### src/source/mem_defines.svh
`ifndef MEM_DEFINES_SVH
`define MEM_DEFINES_SVH

// widths shared by the memory-access stage

// data word, also address and hi/lo width
`define MEM_DATA_W  32

// register file address
`define MEM_RADDR_W 5

// stage opcode, same width as the alu opcode bus
`define MEM_OP_W    8

// byte lane select, one bit per byte
// big-endian order, so bit 3 is the lowest byte address
// and that lane carries the most significant byte
`define MEM_SEL_W   4

`endif

### src/source/mem_pkg.sv
`default_nettype none

`include "mem_defines.svh"

package mem_pkg;

    // stage opcodes
    // values not listed here are plain alu ops with no memory access
    typedef enum logic [`MEM_OP_W-1:0] {
        OP_NOP = 8'b0000_0000,
        OP_LB  = 8'b1110_0000,   // load byte, sign extend
        OP_LBU = 8'b1110_0100,   // load byte, zero extend
        OP_LH  = 8'b1110_0001,   // half word, needs 2 byte alignment
        OP_LHU = 8'b1110_0101,
        OP_LW  = 8'b1110_0011,   // full word, needs 4 byte alignment
        OP_LWL = 8'b1110_0010,   // unaligned load, left part
        OP_LWR = 8'b1110_0110,   // unaligned load, right part
        OP_SB  = 8'b1110_1000,
        OP_SH  = 8'b1110_1001,
        OP_SW  = 8'b1110_1011,
        OP_SWL = 8'b1110_1010,   // unaligned store, left part
        OP_SWR = 8'b1110_1110    // unaligned store, right part
    } alu_op_e;

    // data memory port, 70 bits
    typedef struct packed {
        logic [`MEM_DATA_W-1:0] addr;   // byte address
        logic                   we;     // write enable
        logic [`MEM_SEL_W-1:0]  sel;    // lane select, bit 3 = msb lane
        logic [`MEM_DATA_W-1:0] data;   // write data
        logic                   ce;     // chip enable
    } mem_req_t;

    // write-back bundle toward the register file and hi/lo, 104 bits
    typedef struct packed {
        logic [`MEM_RADDR_W-1:0] waddr;   // destination register
        logic                    reg_we;
        logic [`MEM_DATA_W-1:0]  wdata;   // alu result in, load result out
        logic                    hi_we;
        logic                    lo_we;
        logic [`MEM_DATA_W-1:0]  hi;
        logic [`MEM_DATA_W-1:0]  lo;
    } wb_t;

    // memory words are big-endian
    //   byte addr  0b00  0b01  0b10  0b11
    //   word bits  31:24 23:16 15:8  7:0
    // the lowest address always holds the msb of the word
    // register bits 31:24 are the msb whatever the memory order

endpackage

`default_nettype wire

### src/source/load_unit.sv
`timescale 1ns/1ps
`default_nettype none

`include "mem_defines.svh"

module load_unit (
    input  mem_pkg::alu_op_e        aluop_i,      // stage opcode
    input  logic [`MEM_DATA_W-1:0]  mem_addr_i,   // effective address
    input  logic [`MEM_DATA_W-1:0]  reg2_data_i,  // rt, kept bytes for lwl/lwr
    input  logic [`MEM_DATA_W-1:0]  mem_data_i,   // read word, same cycle
    input  mem_pkg::wb_t            wb_i,         // wdata holds the alu result
    output mem_pkg::mem_req_t       ld_req_o,
    output mem_pkg::wb_t            wb_o
);
    import mem_pkg::*;

    logic [1:0]             offset;     // byte offset inside the word
    logic [4:0]             sh_up;      // 8 * offset
    logic [4:0]             sh_dn;      // 8 * (3 - offset)
    logic [`MEM_DATA_W-1:0] rd_dn;      // addressed byte moved to bits 7:0
    logic [7:0]             rd_byte;
    logic [15:0]            rd_half;
    logic [`MEM_SEL_W-1:0]  byte_sel;   // one-hot lane for lb/lbu
    logic [`MEM_SEL_W-1:0]  half_sel;
    logic [`MEM_DATA_W-1:0] aligned;    // word address for lwl/lwr
    logic [`MEM_DATA_W-1:0] lwl_keep;   // rt bits that lwl leaves alone
    logic [`MEM_DATA_W-1:0] lwr_keep;
    logic [`MEM_DATA_W-1:0] lwl_word;
    logic [`MEM_DATA_W-1:0] lwr_word;

    assign offset   = mem_addr_i[1:0];
    assign sh_up    = {offset, 3'b000};
    assign sh_dn    = {~offset, 3'b000};
    assign aligned  = {mem_addr_i[`MEM_DATA_W-1:2], 2'b00};

    // offset 0 is the msb lane in big-endian
    assign rd_dn    = mem_data_i >> sh_dn;
    assign rd_byte  = rd_dn[7:0];
    assign rd_half  = offset[1] ? mem_data_i[15:0] : mem_data_i[31:16];
    assign byte_sel = 4'b1000 >> offset;
    assign half_sel = offset[1] ? 4'b0011 : 4'b1100;

    // lwl: memory bytes from the offset onward fill rt from the top
    assign lwl_keep = ~({`MEM_DATA_W{1'b1}} << sh_up);
    assign lwl_word = (mem_data_i << sh_up) | (reg2_data_i & lwl_keep);

    // lwr: memory bytes up to the offset fill rt from the bottom
    assign lwr_keep = ~({`MEM_DATA_W{1'b1}} >> sh_dn);
    assign lwr_word = (mem_data_i >> sh_dn) | (reg2_data_i & lwr_keep);

    always_comb begin
        // default is no access, write-back passes through
        ld_req_o      = '0;
        ld_req_o.addr = mem_addr_i;
        wb_o          = wb_i;

        case (aluop_i)
            OP_LB: begin
                ld_req_o.ce  = 1'b1;
                ld_req_o.sel = byte_sel;
                wb_o.wdata   = {{24{rd_byte[7]}}, rd_byte};
            end
            OP_LBU: begin
                ld_req_o.ce  = 1'b1;
                ld_req_o.sel = byte_sel;
                wb_o.wdata   = {24'b0, rd_byte};
            end
            OP_LH: begin
                ld_req_o.ce = 1'b1;   // enabled even when misaligned
                if (!offset[0]) begin
                    ld_req_o.sel = half_sel;
                    wb_o.wdata   = {{16{rd_half[15]}}, rd_half};
                end else begin
                    wb_o.wdata   = '0;   // odd address, no lanes, zero result
                end
            end
            OP_LHU: begin
                ld_req_o.ce = 1'b1;
                if (!offset[0]) begin
                    ld_req_o.sel = half_sel;
                    wb_o.wdata   = {16'b0, rd_half};
                end else begin
                    wb_o.wdata   = '0;
                end
            end
            OP_LW: begin
                ld_req_o.ce = 1'b1;
                if (offset == 2'b00) begin
                    ld_req_o.sel = 4'b1111;
                    wb_o.wdata   = mem_data_i;
                end else begin
                    wb_o.wdata   = '0;   // misaligned word reads as zero
                end
            end
            OP_LWL: begin
                ld_req_o.ce   = 1'b1;
                ld_req_o.addr = aligned;   // whole word fetched
                ld_req_o.sel  = 4'b1111;
                wb_o.wdata    = lwl_word;
            end
            OP_LWR: begin
                ld_req_o.ce   = 1'b1;
                ld_req_o.addr = aligned;
                ld_req_o.sel  = 4'b1111;
                wb_o.wdata    = lwr_word;
            end
            default: ;   // stores and alu ops, nothing to load
        endcase
    end

endmodule

`default_nettype wire

### src/source/store_unit.sv
`timescale 1ns/1ps
`default_nettype none

`include "mem_defines.svh"

module store_unit (
    input  mem_pkg::alu_op_e        aluop_i,      // stage opcode
    input  logic [`MEM_DATA_W-1:0]  mem_addr_i,   // effective address
    input  logic [`MEM_DATA_W-1:0]  reg2_data_i,  // rt, the store data
    input  mem_pkg::mem_req_t       ld_req_i,     // request from the load path
    output mem_pkg::mem_req_t       mem_req_o     // to data memory
);
    import mem_pkg::*;

    logic [1:0]             offset;     // byte offset inside the word
    logic [4:0]             sh_up;      // 8 * offset
    logic [4:0]             sh_dn;      // 8 * (3 - offset)
    logic [`MEM_DATA_W-1:0] aligned;
    logic [`MEM_DATA_W-1:0] swl_data;
    logic [`MEM_DATA_W-1:0] swr_data;
    logic [`MEM_SEL_W-1:0]  swl_sel;
    logic [`MEM_SEL_W-1:0]  swr_sel;
    mem_req_t               st_base;    // fields common to every store

    assign offset  = mem_addr_i[1:0];
    assign sh_up   = {offset, 3'b000};
    assign sh_dn   = {~offset, 3'b000};
    assign aligned = {mem_addr_i[`MEM_DATA_W-1:2], 2'b00};

    // swl writes the top bytes of rt from the offset to the word end
    assign swl_data = reg2_data_i >> sh_up;
    assign swl_sel  = 4'b1111 >> offset;

    // swr writes the low bytes of rt from the word start up to the offset
    assign swr_data = reg2_data_i << sh_dn;
    assign swr_sel  = 4'b1111 << ~offset;

    always_comb begin
        st_base      = '0;
        st_base.addr = mem_addr_i;
        st_base.we   = 1'b1;
        st_base.ce   = 1'b1;
    end

    always_comb begin
        mem_req_o = ld_req_i;   // loads and alu ops go straight through

        case (aluop_i)
            OP_SB: begin
                mem_req_o      = st_base;
                mem_req_o.data = {4{reg2_data_i[7:0]}};   // byte on every lane
                mem_req_o.sel  = 4'b1000 >> offset;
            end
            OP_SH: begin
                mem_req_o      = st_base;
                mem_req_o.data = {2{reg2_data_i[15:0]}};
                case (offset)
                    2'b00:   mem_req_o.sel = 4'b1100;   // upper half, lower address
                    2'b10:   mem_req_o.sel = 4'b0011;
                    default: mem_req_o.sel = 4'b0000;   // odd, we stays high
                endcase
            end
            OP_SW: begin
                mem_req_o      = st_base;
                mem_req_o.data = reg2_data_i;
                if (offset == 2'b00) begin
                    mem_req_o.sel = 4'b1111;
                end
            end
            OP_SWL: begin
                mem_req_o      = st_base;
                mem_req_o.addr = aligned;
                mem_req_o.data = swl_data;
                mem_req_o.sel  = swl_sel;
            end
            OP_SWR: begin
                mem_req_o      = st_base;
                mem_req_o.addr = aligned;
                mem_req_o.data = swr_data;
                mem_req_o.sel  = swr_sel;
            end
            default: ;
        endcase
    end

endmodule

`default_nettype wire

### src/source/mem_wb_reg.sv
`timescale 1ns/1ps
`default_nettype none

module mem_wb_reg (
    input  logic          clk,
    input  logic          rst_n_i,   // async, active low
    input  mem_pkg::wb_t  wb_i,      // combinational write-back of this op
    output mem_pkg::wb_t  wb_o       // registered, one edge later
);

    // one stage of delay, a new op is taken every cycle
    // reset clears all three enables together with the payload
    always_ff @(posedge clk or negedge rst_n_i) begin
        if (!rst_n_i) begin
            wb_o <= '0;
        end else begin
            wb_o <= wb_i;   // no stall, no flush
        end
    end

endmodule

`default_nettype wire

### src/source/mem_stage.sv
`timescale 1ns/1ps
`default_nettype none

`include "mem_defines.svh"

module mem_stage (
    input  logic                    clk,
    input  logic                    rst_n_i,
    input  mem_pkg::alu_op_e        aluop_i,
    input  logic [`MEM_DATA_W-1:0]  mem_addr_i,    // effective address from ex
    input  logic [`MEM_DATA_W-1:0]  reg2_data_i,   // rt value
    input  logic [`MEM_DATA_W-1:0]  mem_data_i,    // memory read word
    input  mem_pkg::wb_t            wb_i,          // wdata is the alu result
    output mem_pkg::mem_req_t       mem_req_o,     // combinational request
    output mem_pkg::wb_t            wb_o           // to write-back stage
);
    import mem_pkg::*;

    mem_req_t ld_req;    // load path request, overridden by stores
    wb_t      wb_comb;   // write-back before the pipeline register

    // load lanes, extension and lwl/lwr merge
    load_unit u_load (
        .aluop_i     (aluop_i),
        .mem_addr_i  (mem_addr_i),
        .reg2_data_i (reg2_data_i),
        .mem_data_i  (mem_data_i),
        .wb_i        (wb_i),
        .ld_req_o    (ld_req),
        .wb_o        (wb_comb)
    );

    // store lanes and final request mux
    store_unit u_store (
        .aluop_i     (aluop_i),
        .mem_addr_i  (mem_addr_i),
        .reg2_data_i (reg2_data_i),
        .ld_req_i    (ld_req),
        .mem_req_o   (mem_req_o)
    );

    mem_wb_reg u_mem_wb (
        .clk         (clk),
        .rst_n_i     (rst_n_i),
        .wb_i        (wb_comb),
        .wb_o        (wb_o)
    );

endmodule

`default_nettype wire

### config.mk
export PLATFORM = sky130hd
export DESIGN_NAME = mem_stage
export DESIGN_NICKNAME = d
export VERILOG_FILES = /design/src/source/mem_pkg.sv /design/src/source/load_unit.sv /design/src/source/store_unit.sv /design/src/source/mem_wb_reg.sv /design/src/source/mem_stage.sv
export VERILOG_INCLUDE_DIRS = /design/src /design/src/source
export SDC_FILE = /design/constraint.sdc
export NUM_CORES = 1
export LEC_CHECK = 0
export BUFFER_PORTS_ARGS = -buffer_cell sky130_fd_sc_hd__buf_2
export CAP_MARGIN = 25
export CORE_AREA = 2 2 151 153
export CTS_CLUSTER_DIAMETER = 30
export DETAILED_ROUTE_END_ITERATION = 6
export DIE_AREA = 0 0 153 155
export PLACE_DENSITY_LB_ADDON = 0.3
export SETUP_SLACK_MARGIN = 0.02
export SLEW_MARGIN = 25
export SYNTH_ARGS = -nofsm -noshare
export SYNTH_HDL_FRONTEND = slang
export SYNTH_HIERARCHICAL = 1
export SYNTH_SLANG_ARGS = --single-unit
### constraint.sdc
create_clock -name clk -period 1.9 [get_ports clk]
set_input_delay 0.19 -clock clk [delete_from_list [all_inputs] [get_ports clk]]
set_output_delay 0.19 -clock clk [all_outputs]
set_load 0.05 [all_outputs]
==> impl_metrics.toml, run 1 <==
[critical_path]
critical-path-max-stage-delay_ns = 0.30
worstSetupEndpointType = "output pin"
worst_ep_required_time_ns = 1.71
cp.arrival_ns = 1.69
crit_chain = "buf_4 -> buf_6 -> nor4bb_2 -> buf_4 -> nand2_1 -> o211ai_1 -> nand2_1 -> a21oi_2 -> buf_6"
worstSetupPathType = "input port to output pin"
crit_slowest_cell = "nor4bb_2"
critPathLaunchType = "input port"
worstPathMaxFanout = 10

[place]
gp_congestion = 0.954
dp_slack_ns = -0.190
io_buffer_count = 383
dp_hpwl_um = 28800

[sta]
setup_viol = 0
timing.final.crit_share_pct = 99.2
maxSlewViolCount = 0
tightest_slew_ns = 0.542
fin_ws_ns = 0.0159
hold_viol_final = 0
max_freq_mhz = 531
fin_crit_ns = 1.88
slew_headroom_pct = 63.6
rsz0062_at_grt = "yes"
fin_hold_ws_ns = 0.0585

[synthesis]
synth_top_area_cell = "dfrtp_1"
syn_avg_cell_area_um2 = 8.23
synthCells = 1004
synth_top_area_share_pct = 31.5
synth_cell_types = 62
synth_seq_cells = 104
yosysMostFrequentCell = "nand2_1"
synth_edf_count = 0
synth-warning-count = 6
syn_area_um2 = 8270
synth-main-ff-cell = "dfrtp_1"
synth_area_leaders = "dfrtp_1 (31%), buf_4 (12%), nand2_1 (8.7%)"
seq_area_frac_synth_pct = 31.5
synthArstFlopShare_pct = 100
synth_common_cells = "nand2_1 (191), buf_4 (137), dfrtp_1 (104)"

[clock_tree]
tritoncts = "built"
clk_pin_slew_ns = 0.09
clock-sinks = 104
clockBufferDepth = 2
clockRootBuffer = "clkbuf_16"
htree_levels = 3
cts_buffers = 9

[global_routing]
grt_pass1_vias = 9201
grt_busiest_layer = "met2"
grt_pass1_wl_um = 55600
overflow = 0
antenna_found_initial = 2
gr-usage-all-layers_pct = 30.3
met3_usage_pct = 5.26
grt_max_degree = 44
grt_use_met2_pct = 50.9
use_met1_pct = 39.1

[run_status]
outcome = "finished with violations"
violations = "DRC"

[finish]
reg.largest.list = "u_mem_wb/wb_o (104)"
fin_nets = 1666
fin_util_pct = 55.5
filler_cell_count = 2045
synthToLayoutAreaGrowth_pct = 49.3
drive_gt1_share_pct = 43.9
largest_register_ffs = 104
diodes = 0
regMostFlops = "u_mem_wb/wb_o"

[min_path]
min_path_type = "input port to flop"

[floorplanning]
rows = 55
die_area_um2 = 23700
coreArea_um2 = 22200
start_util_pct = 37.2
die_h_um = 155
die_w_um = 153
io_pins = 384

[drt]
drtIter0Drc = 1121
wirelength_um = 37700
ant_nets = 0
dr.pass1.iters = 7
drc = 2
vias = 9558
viasPerCell = 5.47
wl_per_cell_um = 21.6

[flow_run]
max_cap_violations = 0

[pwr]
vdd_ir_drop_max_mv = 0.414
power_density_nw_per_um2 = 576
leakagePower_nw = 5.85
final timing paths:
check	from	endpoint	slack, ns	depth (start not counted)
hold / removal	wb_i[72]	u_mem_wb/wb_o[72]	0.06	2
max in group asynchronous	rst_n_i	u_mem_wb/wb_o[101]	0.92	3
min in group asynchronous	rst_n_i	u_mem_wb/wb_o[23]	0.38	2
setup / recovery	aluop_i[0]	mem_req_o[13]	0.02	9
worst max-delay path: cells and delay by family:
kind                   cells  cell delay (ns)
AOI/OAI and AO/OA          2             0.31
buffers and inverters      4             0.72
and+or+nand+nor            3             0.46
layer usage:
metal / vias up / wire length (um)
met5: - / 13
met4: 2 / 1320
met3: 93 / 2960
met2: 567 / 18200
met1: 4538 / 15200
li1: 4358 / -
final cells by class:
| cell class | instances | area (um^2) | area share [%] |
|---|---|---|---|
| clock inverter | 7 | 91.3 | 0.740 |
| sequential | 104 | 2600 | 21.1 |
| multi-input combinational | 714 | 4630 | 37.5 |
| timing repair buffer | 612 | 4380 | 35.5 |
| inverter | 15 | 56.3 | 0.456 |
| clock buffer | 9 | 225 | 1.83 |
| tap | 285 | 357 | 2.89 |
cell usage in the layout (no fill, tap or decap), types with 4 or more instances in the layout:
cell type      instances
o211ai_1              46
a221o_1                5
conb_1                33
nor2_2                 4
nand3_1                4
nor3_1                 5
mux2i_1               25
buf_6                 29
nor3b_1                8
clkbuf_4              18
buf_2                313
buf_4                156
a21oi_1               69
inv_1                 14
nand2b_1               4
a22o_1                10
a21oi_4                4
a21oi_2                8
a221oi_2               7
o22ai_1               21
mux2_2                17
o21ai_1                6
a22oi_1               25
clkbuf_16              9
nand2_1              189
buf_12                21
o21ai_0               53
a222oi_1               8
a32oi_1                7
dfrtp_1              104
mux4_2                17
nor2_1                52
nor2b_1               20
a221oi_1              10
dlygate4sd3_1         73
cell families after synthesis:
| family | after synthesis | synth area share [%] |
|---|---|---|
| AOI/OAI and AO/OA | 305 | 24.6 |
| xor gates and xnor gates | 1 | 0.106 |
| buffers and inverters | 219 | 17.0 |
| DFF | 104 | 31.5 |
| muxes | 59 | 9.98 |
| other | 1 | 0.0454 |
| and+or+nand+nor | 315 | 16.8 |
per-stage QoR:
| step | TNS [ns] | instance area (um^2) | total power, W | cells |
|---|---|---|---|---|
| after floorplan | -0.618 | 8440 | 0.00402 | 1036 |
| after global placement | -3.97 | 10700 | 0.00486 | 1646 |
| after detailed placement | -4.05 | 10700 | 0.00487 | 1646 |
| after CTS | 0 | 12000 | 0.00703 | 1738 |
| after global routing | -0.0266 | 12300 | 0.00738 | 1746 |
| final | 0 | 12300 | 0.00711 | 1746 |
power breakdown:
part | leakage [nW] | internal (W) | switching, W
registers | 1.21 | 0.00233 | 0.0000333
logic | 4.49 | 0.00100 | 0.00177
clock network | 0.152 | 0.000955 | 0.00102
timing repair:
action | in CTS | in global routing
buffers inserted | 2 | 8
hold buffers | 73 | 0
setup endpoints to repair | 49 | 67
pin swaps | 4 | 12
hold endpoints to repair | 109 | 0
gates cloned | 1 | 0
resized for setup | 57 | 92
(Power assumes the default switching activity.)
==> inputs of run 2 (changes only) <==
==> constraint.sdc (replaced) <==
create_clock -name clk -period 2 [get_ports clk]
set_input_delay 0.2 -clock clk [delete_from_list [all_inputs] [get_ports clk]]
set_output_delay 0.2 -clock clk [all_outputs]
set_load 0.05 [all_outputs]
==> impl_metrics.toml, run 2 (same netlist as run 1, synthesis figures left out) <==
[run_status]
outcome = "finished, final reports clean"

[clock_tree]
clockRootBuffer = "clkbuf_16"
clockBufferDepth = 2
clock-sinks = 104
clk_pin_slew_ns = 0.07
cts_buffers = 9
tritoncts = "built"
htree_levels = 3

[pwr]
vdd_ir_drop_max_mv = 0.416
leakagePower_nw = 5.54
power_density_nw_per_um2 = 563

[finish]
regMostFlops = "u_mem_wb/wb_o"
fin_nets = 1620
design_area_um2 = 11700
layout_commonest_cell = "buf_2"
layout_common_cells = "buf_2 (345), nand2_1 (189), buf_4 (108)"
fin_util_pct = 52.6
drive_gt1_share_pct = 41.5
reg.largest.list = "u_mem_wb/wb_o (104)"
largest_register_ffs = 104
synthToLayoutAreaGrowth_pct = 41.5

[drt]
drc = 0
dr.pass1.iters = 6
wirelength_um = 36600
viasPerCell = 5.45
wl_per_cell_um = 21.5
vias = 9274
drtIter0Drc = 890
ant_nets = 0

[place]
dp_hpwl_um = 28100
io_buffer_count = 383
gp_congestion = 0.953
dp_slack_ns = -0.145
postPlaceCellArea_um2 = 10400

[sta]
hold_viol_final = 0
fin_crit_ns = 1.96
fin_ws_ns = 0.0403
maxSlewViolCount = 0
setup_viol = 0
rsz0062_at_grt = "yes"
tightest_slew_ns = 0.591
max_freq_mhz = 510
timing.final.crit_share_pct = 98.0
slew_headroom_pct = 60.6

[floorplanning]
io_pins = 384
die_w_um = 153
die_area_um2 = 23700
rows = 55
start_util_pct = 37.2
die_h_um = 155
coreArea_um2 = 22200

[critical_path]
worstSetupPathType = "input port to output pin"
crit_chain = "buf_2 -> nand4_1 -> or2_2 -> nor2_1 -> buf_4 -> nor2b_1 -> a211o_1 -> clkbuf_4"
critPathCapture = "mem_req_o[36]"
worst_ep_required_time_ns = 1.80
critical-path-max-stage-delay_ns = 0.37
crit_start = "aluop_i[3]"
critPathLaunchType = "input port"
cp.arrival_ns = 1.76
worstSetupEndpointType = "output pin"
crit_slowest_cell = "or2_2"
worstPathMaxFanout = 10

[global_routing]
grt_max_degree = 44
grt_pass1_wl_um = 54300
grt_pass1_vias = 9102
gr-usage-all-layers_pct = 29.7
antenna_found_initial = 3
overflow = 0

[min_path]
hold_start = "wb_i[78]"
min_path_type = "input port to flop"

[flow_run]
max_cap_violations = 0
[run 2: metrics by stage]
| step | hold WS [ns] | setup TNS [ns] | power (W) | std cells |
|---|---|---|---|---|
| global placement | 0.225 | -1.05 | 0.00457 | 1608 |
| global route | 0.0727 | -0.0146 | 0.00686 | 1702 |
| detailed placement | 0.237 | -1.50 | 0.00457 | 1608 |
| floorplan | -0.0956 | -0.345 | 0.00382 | 1036 |
| CTS | 0.0671 | 0 | 0.00655 | 1697 |
| finish | 0.0835 | 0 | 0.00658 | 1703 |
[run 2: timing repair]
item,in CTS,in global routing
gates cloned,0,1
endpoints found under the hold margin,112,0
pin swaps,0,5
hold buffers,73,0
buffers inserted,0,2
gates resized for setup,10,72
setup endpoints to repair,21,57
[run 2: where the power goes]
part	switching (W)	total (W)	internal, W	leakage (nW)
clock network	0.000933	0.00184	0.000912	0.153
registers	0.0000307	0.00224	0.00221	1.21
logic	0.00164	0.00249	0.000854	4.17
[run 2: worst min path at each step]
| stage | endpoint | depth (start not counted) |
|---|---|---|
| 2_1_floorplan | u_mem_wb/wb_o[0] | 0 |
| 4_1_cts | u_mem_wb/wb_o[78] | 2 |
| 3_3_place_gp | u_mem_wb/wb_o[25] | 1 |
| 6_report | u_mem_wb/wb_o[78] | 2 |
| 5_1_grt | u_mem_wb/wb_o[78] | 2 |
| 3_5_place_dp | u_mem_wb/wb_o[53] | 1 |
[run 2: area by class of cell]
class / instances / area, um^2
antenna: 3 / 7.51
clock buffer: 9 / 225
clock inverter: 7 / 88.8
fill: 2129 / 10500
inverter: 15 / 60.1
multi-input combinational: 713 / 4550
sequential: 104 / 2600
tap: 285 / 357
timing repair buffer: 567 / 3800
[run 2: metal layers]
layer,up-vias,GRT usage [%],part of all wire (%)
met4,2,14.4,4.6
met3,107,5.49,7.5
met1,4389,37.1,40
li1,4253,-,-
met2,523,49.7,48
met5,-,0,0.035
[run 2: worst max-delay path, delay by kind of cell]
family | cells | cell delay (ns)
buffers and inverters | 3 | 0.56
and+or+nand+nor | 4 | 0.72
AOI/OAI and AO/OA | 1 | 0.27
